**src/logic/tmr_pkg.sv**
```systemverilog
package tmr_pkg;
  // Bus request kind where bit 0 marks a write
  typedef enum logic [1:0] {
    TMR_ACCESS_READ  = 2'b10,
    TMR_ACCESS_WRITE = 2'b11
  } tmr_access;

  localparam int TMR_ACCESS_DATA_BIT = 0;

  typedef enum logic [1:0] {
    TMR_STATUS_OKAY        = 2'b00,
    TMR_STATUS_SLAVE_ERROR = 2'b10
  } tmr_status;

  typedef enum logic [1:0] {
    TMR_CORE_IDLE    = 2'b00,
    TMR_CORE_RUNNING = 2'b01,
    TMR_CORE_DONE    = 2'b10
  } tmr_core_state;

  // Register map
  localparam bit [7:0] TMR_CTRL_OFFSET    = 8'h00;
  localparam bit [7:0] TMR_COMPARE_OFFSET = 8'h04;
  localparam bit [7:0] TMR_COUNT_OFFSET   = 8'h08;
  localparam bit [7:0] TMR_STATUS_OFFSET  = 8'h0C;
  localparam int       TMR_REGISTER_COUNT = 4;

  // CTRL fields
  localparam int TMR_CTRL_ENABLE_BIT     = 0;
  localparam int TMR_CTRL_ONE_SHOT_BIT   = 1;
  localparam int TMR_CTRL_IRQ_ENABLE_BIT = 2;
endpackage

```
**src/logic/tmr_address_decoder.sv**
```systemverilog
`timescale 1ns/1ps

module tmr_address_decoder
  import tmr_pkg::*;
#(
  parameter bit                     READABLE             = 1,
  parameter bit                     WRITABLE             = 1,
  parameter int                     ADDRESS_WIDTH        = 8,
  parameter int                     BUS_WIDTH            = 32,
  parameter bit [ADDRESS_WIDTH-1:0] START_ADDRESS        = '0,
  parameter int                     BYTE_SIZE            = 4,
  parameter bit                     USE_ADDITIONAL_MATCH = 0
)(
  input  logic [ADDRESS_WIDTH-1:0] i_address,
  input  tmr_access                i_access,
  input  logic                     i_additional_match,
  output logic                     o_match
);
  // Byte lanes inside one bus word are not decoded
  localparam int LSB        = $clog2(BUS_WIDTH) - 3;
  localparam int WORD_WIDTH = ADDRESS_WIDTH - LSB;

  localparam bit [ADDRESS_WIDTH-1:0] LAST_BYTE  = START_ADDRESS + ADDRESS_WIDTH'(BYTE_SIZE - 1);
  localparam bit [WORD_WIDTH-1:0]    BEGIN_WORD = START_ADDRESS[ADDRESS_WIDTH-1:LSB];
  localparam bit [WORD_WIDTH-1:0]    END_WORD   = LAST_BYTE[ADDRESS_WIDTH-1:LSB];

  logic [WORD_WIDTH-1:0] word;
  logic                  range_hit;
  logic                  direction_hit;
  logic                  extra_hit;

  assign word = i_address[ADDRESS_WIDTH-1:LSB];

  generate
    if (BEGIN_WORD == END_WORD) begin : g_range
      assign range_hit = word == BEGIN_WORD;
    end else if (BEGIN_WORD == '0 && END_WORD == '1) begin : g_range
      assign range_hit = 1'b1;
    end else if (BEGIN_WORD == '0) begin : g_range
      // Only the upper bound matters
      assign range_hit = word <= END_WORD;
    end else if (END_WORD == '1) begin : g_range
      assign range_hit = word >= BEGIN_WORD;
    end else begin : g_range
      assign range_hit = (word >= BEGIN_WORD) && (word <= END_WORD);
    end

    if (READABLE && WRITABLE) begin : g_direction
      assign direction_hit = 1'b1;
    end else if (READABLE) begin : g_direction
      assign direction_hit = !i_access[TMR_ACCESS_DATA_BIT];
    end else if (WRITABLE) begin : g_direction
      assign direction_hit = i_access[TMR_ACCESS_DATA_BIT];
    end else begin : g_direction
      assign direction_hit = 1'b0;
    end

    if (USE_ADDITIONAL_MATCH) begin : g_extra
      assign extra_hit = i_additional_match;
    end else begin : g_extra
      assign extra_hit = 1'b1;
    end
  endgenerate

  assign o_match = range_hit && direction_hit && extra_hit;
endmodule

```
**src/logic/tmr_register.sv**
```systemverilog
`timescale 1ns/1ps

module tmr_register
  import tmr_pkg::*;
#(
  parameter int                     ADDRESS_WIDTH        = 8,
  parameter int                     BUS_WIDTH            = 32,
  parameter bit [ADDRESS_WIDTH-1:0] OFFSET               = '0,
  parameter bit                     READABLE             = 1,
  parameter bit                     WRITABLE             = 1,
  parameter bit                     USE_ADDITIONAL_MATCH = 0,
  parameter bit [BUS_WIDTH-1:0]     RW_MASK              = '0,
  parameter bit [BUS_WIDTH-1:0]     W1C_MASK             = '0
)(
  input  logic                     i_clk,
  input  logic                     i_rst_n,
  input  logic                     i_request,
  input  logic [ADDRESS_WIDTH-1:0] i_address,
  input  tmr_access                i_access,
  input  logic [BUS_WIDTH-1:0]     i_write_data,
  input  logic [BUS_WIDTH/8-1:0]   i_strobe,
  input  logic [BUS_WIDTH-1:0]     i_hw_value,
  input  logic [BUS_WIDTH-1:0]     i_hw_set,
  output logic                     o_hit,
  output logic [BUS_WIDTH-1:0]     o_read_data,
  output logic [BUS_WIDTH-1:0]     o_value
);
  localparam bit [BUS_WIDTH-1:0] STORED_MASK = RW_MASK | W1C_MASK;
  localparam int                 LSB         = $clog2(BUS_WIDTH) - 3;

  logic                 match;
  logic                 write_hit;
  logic [BUS_WIDTH-1:0] byte_mask;
  logic [BUS_WIDTH-1:0] rw_write;
  logic [BUS_WIDTH-1:0] w1c_clear;
  logic [BUS_WIDTH-1:0] value_q;

  // Writes with an empty strobe do not match when gated
  tmr_address_decoder #(
    .READABLE             (READABLE),
    .WRITABLE             (WRITABLE),
    .ADDRESS_WIDTH        (ADDRESS_WIDTH),
    .BUS_WIDTH            (BUS_WIDTH),
    .START_ADDRESS        (OFFSET),
    .BYTE_SIZE            (BUS_WIDTH / 8),
    .USE_ADDITIONAL_MATCH (USE_ADDITIONAL_MATCH)
  ) u_decoder (
    .i_address          (i_address),
    .i_access           (i_access),
    .i_additional_match ((|i_strobe) || !i_access[TMR_ACCESS_DATA_BIT]),
    .o_match            (match)
  );

  assign o_hit     = i_request && match;
  assign write_hit = o_hit && i_access[TMR_ACCESS_DATA_BIT];

  always_comb begin
    for (int i = 0; i < BUS_WIDTH / 8; i++) begin
      byte_mask[8*i+:8] = {8{i_strobe[i]}};
    end
  end

  assign rw_write  = write_hit ? (byte_mask & RW_MASK) : '0;
  assign w1c_clear = write_hit ? (i_write_data & byte_mask & W1C_MASK) : '0;

  // Hardware set wins over a clear in the same cycle
  always_ff @(posedge i_clk or negedge i_rst_n) begin
    if (!i_rst_n) begin
      value_q <= '0;
    end else begin
      value_q <= ((value_q & ~rw_write & ~w1c_clear) | (i_write_data & rw_write)
                  | (i_hw_set & W1C_MASK)) & STORED_MASK;
    end
  end

  assign o_value     = (value_q & STORED_MASK) | (i_hw_value & ~STORED_MASK);
  assign o_read_data = (o_hit && !i_access[TMR_ACCESS_DATA_BIT]) ? o_value : '0;

  // A hit needs a request at this word in a permitted direction
  a_hit_decoded: assert property (
    @(posedge i_clk) disable iff (!i_rst_n)
    o_hit |-> i_request
              && (i_address[ADDRESS_WIDTH-1:LSB] == OFFSET[ADDRESS_WIDTH-1:LSB])
              && (i_access[TMR_ACCESS_DATA_BIT] ? WRITABLE : READABLE)
  );
endmodule

```
**src/logic/tmr_bus_responder.sv**
```systemverilog
`timescale 1ns/1ps

module tmr_bus_responder
  import tmr_pkg::*;
#(
  parameter int BUS_WIDTH = 32
)(
  input  logic                          i_clk,
  input  logic                          i_rst_n,
  input  logic                          i_request,
  input  logic [TMR_REGISTER_COUNT-1:0] i_hit_vector,
  input  logic [BUS_WIDTH-1:0]          i_read_data_or,
  output logic                          o_response_valid,
  output tmr_status                     o_status,
  output logic [BUS_WIDTH-1:0]          o_read_data
);
  logic                 valid_q;
  tmr_status            status_q;
  logic [BUS_WIDTH-1:0] read_data_q;
  tmr_status            status_d;

  // No register claimed the access
  always_comb begin
    if (|i_hit_vector) begin
      status_d = TMR_STATUS_OKAY;
    end else begin
      status_d = TMR_STATUS_SLAVE_ERROR;
    end
  end

  always_ff @(posedge i_clk or negedge i_rst_n) begin
    if (!i_rst_n) begin
      valid_q <= 1'b0;
    end else begin
      valid_q <= i_request;
    end
  end

  // Captured on each request
  always_ff @(posedge i_clk) begin
    if (i_request) begin
      status_q    <= status_d;
      read_data_q <= i_read_data_or;
    end
  end

  assign o_response_valid = valid_q;
  assign o_status         = status_q;
  assign o_read_data      = read_data_q;

  // Register ranges must not overlap
  a_single_hit: assert property (
    @(posedge i_clk) disable iff (!i_rst_n) $onehot0(i_hit_vector)
  );
endmodule

```
**src/logic/tmr_register_block.sv**
```systemverilog
`timescale 1ns/1ps

module tmr_register_block
  import tmr_pkg::*;
#(
  parameter int ADDRESS_WIDTH = 8,
  parameter int BUS_WIDTH     = 32
)(
  input  logic                     i_clk,
  input  logic                     i_rst_n,
  input  logic                     i_request,
  input  logic [ADDRESS_WIDTH-1:0] i_address,
  input  tmr_access                i_access,
  input  logic [BUS_WIDTH-1:0]     i_write_data,
  input  logic [BUS_WIDTH/8-1:0]   i_strobe,
  output logic                     o_response_valid,
  output tmr_status                o_status,
  output logic [BUS_WIDTH-1:0]     o_read_data,
  input  logic [BUS_WIDTH-1:0]     i_count,
  input  logic                     i_expired,
  output logic                     o_enable,
  output logic                     o_one_shot,
  output logic [BUS_WIDTH-1:0]     o_compare,
  output logic                     o_irq
);
  localparam int STATUS_FLAG_BIT = 0;

  localparam bit [BUS_WIDTH-1:0] CTRL_MASK =
    (BUS_WIDTH'(1) << TMR_CTRL_ENABLE_BIT) | (BUS_WIDTH'(1) << TMR_CTRL_ONE_SHOT_BIT)
    | (BUS_WIDTH'(1) << TMR_CTRL_IRQ_ENABLE_BIT);
  localparam bit [BUS_WIDTH-1:0] FLAG_MASK = BUS_WIDTH'(1) << STATUS_FLAG_BIT;

  localparam bit [ADDRESS_WIDTH-1:0] OFFSETS [TMR_REGISTER_COUNT] = '{
    ADDRESS_WIDTH'(TMR_CTRL_OFFSET), ADDRESS_WIDTH'(TMR_COMPARE_OFFSET),
    ADDRESS_WIDTH'(TMR_COUNT_OFFSET), ADDRESS_WIDTH'(TMR_STATUS_OFFSET)
  };
  localparam bit [BUS_WIDTH-1:0] RW_MASKS [TMR_REGISTER_COUNT] = '{
    CTRL_MASK, '1, '0, '0
  };
  localparam bit [BUS_WIDTH-1:0] W1C_MASKS [TMR_REGISTER_COUNT] = '{
    '0, '0, '0, FLAG_MASK
  };

  logic [TMR_REGISTER_COUNT-1:0] hit;
  logic [BUS_WIDTH-1:0]          read_data [TMR_REGISTER_COUNT];
  logic [BUS_WIDTH-1:0]          value [TMR_REGISTER_COUNT];
  logic [BUS_WIDTH-1:0]          read_data_or;

  // CTRL, COMPARE, COUNT, STATUS in map order
  for (genvar i = 0; i < TMR_REGISTER_COUNT; i++) begin : g_register
    tmr_register #(
      .ADDRESS_WIDTH        (ADDRESS_WIDTH),
      .BUS_WIDTH            (BUS_WIDTH),
      .OFFSET               (OFFSETS[i]),
      .READABLE             (1),
      .WRITABLE             (i != 2),
      .USE_ADDITIONAL_MATCH (i == 3),
      .RW_MASK              (RW_MASKS[i]),
      .W1C_MASK             (W1C_MASKS[i])
    ) u_register (
      .i_clk        (i_clk),
      .i_rst_n      (i_rst_n),
      .i_request    (i_request),
      .i_address    (i_address),
      .i_access     (i_access),
      .i_write_data (i_write_data),
      .i_strobe     (i_strobe),
      .i_hw_value   ((i == 2) ? i_count : '0),
      .i_hw_set     ((i == 3) ? (FLAG_MASK & {BUS_WIDTH{i_expired}}) : '0),
      .o_hit        (hit[i]),
      .o_read_data  (read_data[i]),
      .o_value      (value[i])
    );
  end

  always_comb begin
    read_data_or = '0;
    for (int i = 0; i < TMR_REGISTER_COUNT; i++) begin
      read_data_or |= read_data[i];
    end
  end

  tmr_bus_responder #(
    .BUS_WIDTH (BUS_WIDTH)
  ) u_responder (
    .i_clk            (i_clk),
    .i_rst_n          (i_rst_n),
    .i_request        (i_request),
    .i_hit_vector     (hit),
    .i_read_data_or   (read_data_or),
    .o_response_valid (o_response_valid),
    .o_status         (o_status),
    .o_read_data      (o_read_data)
  );

  assign o_enable   = value[0][TMR_CTRL_ENABLE_BIT];
  assign o_one_shot = value[0][TMR_CTRL_ONE_SHOT_BIT];
  assign o_compare  = value[1];
  assign o_irq      = value[3][STATUS_FLAG_BIT] && value[0][TMR_CTRL_IRQ_ENABLE_BIT];
endmodule

```
**src/logic/tmr_counter_core.sv**
```systemverilog
`timescale 1ns/1ps

module tmr_counter_core
  import tmr_pkg::*;
#(
  parameter int BUS_WIDTH = 32
)(
  input  logic                 i_clk,
  input  logic                 i_rst_n,
  input  logic                 i_enable,
  input  logic                 i_one_shot,
  input  logic [BUS_WIDTH-1:0] i_compare,
  output logic [BUS_WIDTH-1:0] o_count,
  output logic                 o_expired
);
  tmr_core_state        state_q;
  logic [BUS_WIDTH-1:0] count_q;
  logic                 reached;

  // Greater-or-equal also catches a compare lowered mid-count
  assign reached   = count_q >= i_compare;
  assign o_expired = (state_q == TMR_CORE_RUNNING) && reached;
  assign o_count   = count_q;

  always_ff @(posedge i_clk or negedge i_rst_n) begin
    if (!i_rst_n) begin
      state_q <= TMR_CORE_IDLE;
      count_q <= '0;
    end else if (!i_enable) begin
      state_q <= TMR_CORE_IDLE;
      count_q <= '0;
    end else begin
      case (state_q)
        TMR_CORE_IDLE: begin
          state_q <= TMR_CORE_RUNNING;
        end
        TMR_CORE_RUNNING: begin
          if (!reached) begin
            count_q <= count_q + 1'b1;
          end else if (i_one_shot) begin
            state_q <= TMR_CORE_DONE;
            count_q <= i_compare;
          end else begin
            count_q <= '0;
          end
        end
        TMR_CORE_DONE: begin
          // Hold at compare until disabled
          state_q <= TMR_CORE_DONE;
        end
        default: begin
          state_q <= TMR_CORE_IDLE;
          count_q <= '0;
        end
      endcase
    end
  end

  a_one_shot_single_pulse: assert property (
    @(posedge i_clk) disable iff (!i_rst_n)
    (o_expired && i_one_shot && i_enable) |=> !o_expired
  );

  a_count_bounded: assert property (
    @(posedge i_clk) disable iff (!i_rst_n)
    (state_q == TMR_CORE_RUNNING && $stable(i_compare)) |-> (count_q <= i_compare)
  );
endmodule

```
**src/logic/tmr_top.sv**
```systemverilog
`timescale 1ns/1ps

module tmr_top
  import tmr_pkg::*;
#(
  parameter int ADDRESS_WIDTH = 8,
  parameter int BUS_WIDTH     = 32
)(
  input  logic                     i_clk,
  input  logic                     i_rst_n,
  input  logic                     i_request,
  input  logic [ADDRESS_WIDTH-1:0] i_address,
  input  tmr_access                i_access,
  input  logic [BUS_WIDTH-1:0]     i_write_data,
  input  logic [BUS_WIDTH/8-1:0]   i_strobe,
  output logic                     o_response_valid,
  output tmr_status                o_status,
  output logic [BUS_WIDTH-1:0]     o_read_data,
  output logic                     o_irq
);
  logic                 enable;
  logic                 one_shot;
  logic [BUS_WIDTH-1:0] compare;
  logic [BUS_WIDTH-1:0] count;
  logic                 expired;

  tmr_register_block #(
    .ADDRESS_WIDTH (ADDRESS_WIDTH),
    .BUS_WIDTH     (BUS_WIDTH)
  ) u_register_block (
    .i_clk            (i_clk),
    .i_rst_n          (i_rst_n),
    .i_request        (i_request),
    .i_address        (i_address),
    .i_access         (i_access),
    .i_write_data     (i_write_data),
    .i_strobe         (i_strobe),
    .o_response_valid (o_response_valid),
    .o_status         (o_status),
    .o_read_data      (o_read_data),
    .i_count          (count),
    .i_expired        (expired),
    .o_enable         (enable),
    .o_one_shot       (one_shot),
    .o_compare        (compare),
    .o_irq            (o_irq)
  );

  tmr_counter_core #(
    .BUS_WIDTH (BUS_WIDTH)
  ) u_counter_core (
    .i_clk      (i_clk),
    .i_rst_n    (i_rst_n),
    .i_enable   (enable),
    .i_one_shot (one_shot),
    .i_compare  (compare),
    .o_count    (count),
    .o_expired  (expired)
  );
endmodule

```
**config.mk**
```make
export PLATFORM = sky130hd
export DESIGN_NAME = tmr_top
export DESIGN_NICKNAME = d
export VERILOG_FILES = /design/src/logic/tmr_pkg.sv /design/src/logic/tmr_address_decoder.sv /design/src/logic/tmr_register.sv /design/src/logic/tmr_bus_responder.sv /design/src/logic/tmr_register_block.sv /design/src/logic/tmr_counter_core.sv /design/src/logic/tmr_top.sv
export SDC_FILE = /design/constraint.sdc
export NUM_CORES = 1
export LEC_CHECK = 0
export BUFFER_PORTS_ARGS = -buffer_cell sky130_fd_sc_hd__buf_4
export CELL_PAD_IN_SITES_DETAIL_PLACEMENT = 0
export CELL_PAD_IN_SITES_GLOBAL_PLACEMENT = 2
export CORE_MARGIN = 3
export CORE_UTILIZATION = 30
export CTS_CLUSTER_DIAMETER = 100
export DETAILED_ROUTE_END_ITERATION = 8
export PLACE_DENSITY_LB_ADDON = 0.1
export SYNTH_ARGS = -nofsm -noshare
export SYNTH_HDL_FRONTEND = slang
export SYNTH_HIERARCHICAL = 1
export SYNTH_SLANG_ARGS = --single-unit
```
**constraint.sdc**
```tcl
create_clock -name i_clk -period 4.1 [get_ports i_clk]
set_clock_uncertainty 0.15 [all_clocks]
set_input_delay 1.025 -clock i_clk [delete_from_list [all_inputs] [get_ports i_clk]]
set_output_delay 1.025 -clock i_clk [all_outputs]
set_load 0.01 [all_outputs]
```
==> summary.txt <==
Placed design
  – Placer Congestion: about 0.77
  – IO buf count: 80
  – Pre-CTS setup slack: 525 ps
  – Placed wire-length estimate after detailed placement: 13600 um

Logic synthesis
  – Area of the mapped netlist: between 7000 and 8000 um^2
  – Yosys warnings: 6
  – Synthesized instance count: 703
  – Syn Area/Cell: 10.1 um^2

Floorplan
  – DIE AREA: roughly 26000 um^2
  – Core area: 23000 um^2
  – Die H: about 160 um
  – Chip width: 160 um
  – Cell Rows: 55
  – Num ports: 85
  – Initial Util: 0.309

Layout
  – Fraction of final layout cells with drive strength greater than 1: 0.317
  – Layout area overhead: 20.2%
  – Final net count: 929
  – Antenna diodes: 0
  – Number of filler instances in the final layout: about 2400

Timing
  – Final setup vio count: 0
  – Final worst-path setup slack: roughly 510 ps
  – Number of hold-slack violations in the final timing report: 0
  – Number of pins exceeding their max-slew limit in the final report: 0
  – Final period demand of the worst path: approximately 3600 ps
  – Max-Slew Margin vs Limit: 0.438
  – Achievable Freq: 279 MHz
  – Final worst path period share: 0.875
  – Final sum of negative setup slack: 0 ps
  – Tightest Pin Transition: between 800 and 900 ps
  – Setup repair after global routing missed its margin: no

Critical path
  – Arrival time of data at the critical path endpoint: 3720 ps
  – Sort of element at the end of the critical path: register
  – Critical path peak fanout: 21
  – Data required time of the critical path: about 4200 ps
  – Worst setup SP type: register
  – Setup Crit Path Kind: register to register

Routing
  – Violation count after the first detailed-route iteration: around 270
  – Detailed-routing iteration count for the pre-antenna-repair pass: 4
  – Sum of routed wire length over all layers: 18800 um
  – Drt drc: 0
  – Antenna violation net count after detailed routing: 0
  – Wire length per cell: between 15 and 20 um
  – DR vias/cell: between 4 and 5
  – Total number of vias: 5477

CTS
  – CTS tree: yes
  – Post-CTS setup buffer count: 0
  – Post-cts sizing count: 0
  – Cell at the root of the clock tree: sky130_fd_sc_hd__clkbuf_16
  – Clock input transition at the sequential cells of the worst setup and hold paths: 70 ps
  – Num CTS Buffers: 9
  – Number of buffers between clock root and the deepest sink: 2
  – H-tree levels: 3
  – Clk Latency, worst-skew pair: 360 ps
  – Hold buffers post-CTS: 0
  – Clk sink count: 104

Pwr
  – Maximum ir drop on the vdd rail: 0.166 mV
  – Cell leakage power: 3.91 nW
  – Final total power: 2.32 mW
  – Power per cell area: 271 nW/um^2

GRT
  – Overflow after GRT: 0
  – Global-route usage over all layers: 0.152
  – Number of global-route vias before repair: 5590
  – Initial antenna violation count: 0
  – Largest net degree at the start of global routing: 41
  – Wire length of the first global-routing pass: 31300 um

Worst hold path
  – Worst min-delay path category: register to register

Status
  – Run status: finished clean

Run
  – Max-cap viol count: 0
## final cells by class
class,instances,area [um^2],share of cell area
clock inverter,3,40.0,0.00468
timing repair buffer,102,766,0.0896
multi-input combinational,583,4160,0.486
sequential,104,2770,0.324
inverter,44,165,0.0193
clock buffer,13,260,0.0304
tap,313,392,0.0458
## placed cells by master (no fill, tap or decap), types with 3 or more instances in the layout
| master | n |
|---|---|
| sky130_fd_sc_hd__a21o_1 | 3 |
| sky130_fd_sc_hd__a21oi_1 | 17 |
| sky130_fd_sc_hd__a32oi_1 | 9 |
| sky130_fd_sc_hd__and2_1 | 40 |
| sky130_fd_sc_hd__and2_2 | 8 |
| sky130_fd_sc_hd__and2_4 | 89 |
| sky130_fd_sc_hd__and3_1 | 3 |
| sky130_fd_sc_hd__and3b_2 | 4 |
| sky130_fd_sc_hd__buf_4 | 102 |
| sky130_fd_sc_hd__clkbuf_16 | 9 |
| sky130_fd_sc_hd__conb_1 | 61 |
| sky130_fd_sc_hd__dfrtp_1 | 71 |
| sky130_fd_sc_hd__edfxtp_1 | 33 |
| sky130_fd_sc_hd__ha_1 | 36 |
| sky130_fd_sc_hd__inv_1 | 44 |
| sky130_fd_sc_hd__mux2_2 | 35 |
| sky130_fd_sc_hd__nand2_1 | 54 |
| sky130_fd_sc_hd__nand2b_1 | 3 |
| sky130_fd_sc_hd__nand3_1 | 29 |
| sky130_fd_sc_hd__nand3b_1 | 5 |
| sky130_fd_sc_hd__nand4_1 | 14 |
| sky130_fd_sc_hd__nand4_4 | 4 |
| sky130_fd_sc_hd__nor2_1 | 22 |
| sky130_fd_sc_hd__nor3_1 | 7 |
| sky130_fd_sc_hd__nor3_2 | 3 |
| sky130_fd_sc_hd__nor4_1 | 5 |
| sky130_fd_sc_hd__o211ai_1 | 17 |
| sky130_fd_sc_hd__o21a_1 | 4 |
| sky130_fd_sc_hd__o21ai_0 | 18 |
| sky130_fd_sc_hd__o221ai_1 | 4 |
| sky130_fd_sc_hd__o31a_1 | 3 |
| sky130_fd_sc_hd__or2_2 | 5 |
| sky130_fd_sc_hd__or3_1 | 6 |
| sky130_fd_sc_hd__or4_1 | 35 |
| sky130_fd_sc_hd__xnor2_1 | 5 |
| sky130_fd_sc_hd__xor2_1 | 5 |
## critical path, cell delays in order, from the launching register on
cell,delay [ps]
sky130_fd_sc_hd__dfrtp_1,400
sky130_fd_sc_hd__inv_1,60
sky130_fd_sc_hd__ha_1,320
sky130_fd_sc_hd__a21oi_1,130
sky130_fd_sc_hd__o21ai_0,140
sky130_fd_sc_hd__or3_1,380
sky130_fd_sc_hd__or4_4,580
sky130_fd_sc_hd__a21o_1,450
sky130_fd_sc_hd__buf_4,300
sky130_fd_sc_hd__or4_1,510
sky130_fd_sc_hd__nand3_1,100
## worst paths after layout
| kind | depth (start not counted) | endpoint | slack [ps] | startpoint |
|---|---|---|---|---|
| worst max-delay path | 10 | u_counter_core/o_count[21]$_DFFE_PN0P_ | 510 | register |
| worst min-delay path | 1 | register | 380 | register |
| worst max register to register | 10 | u_counter_core/o_count[21]$_DFFE_PN0P_ | 510 | register |
| worst min register to register | 1 | register | 380 | register |
| max in group asynchronous | 2 | asynchronous set/reset pin | 2580 | i_rst_n |
| min in group asynchronous | 1 | asynchronous set/reset pin | 510 | i_rst_n |
## metal layers
metal  GRT usage  routed length, um  part of all wire  up-vias
li1            -                  -                 -     2732
met1       0.209               9170              0.49     2648
met2       0.249               8840              0.47       86
met3      0.0262                592             0.032       11
met4      0.0347                189             0.010        0
met5           0                  0                 0        -
## metrics by stage
stage          area (um^2)  hold slack [ps]  utilization  instances
3_5_place_dp          8250              363        0.359       1146
3_3_place_gp          8250              362        0.359       1146
6_report              8550              379        0.372       1162
4_1_cts               8550              381        0.372       1162
2_1_floorplan         7330              335            -        762
5_1_grt               8550              407        0.372       1162
## power by group
group          total [mW]  switching [mW]  internal, mW
logic               0.285           0.170         0.115
clock network       0.901           0.395         0.506
registers            1.13          0.0260          1.11
total                2.32           0.591          1.73
Power figures use the tool's default switching activity.
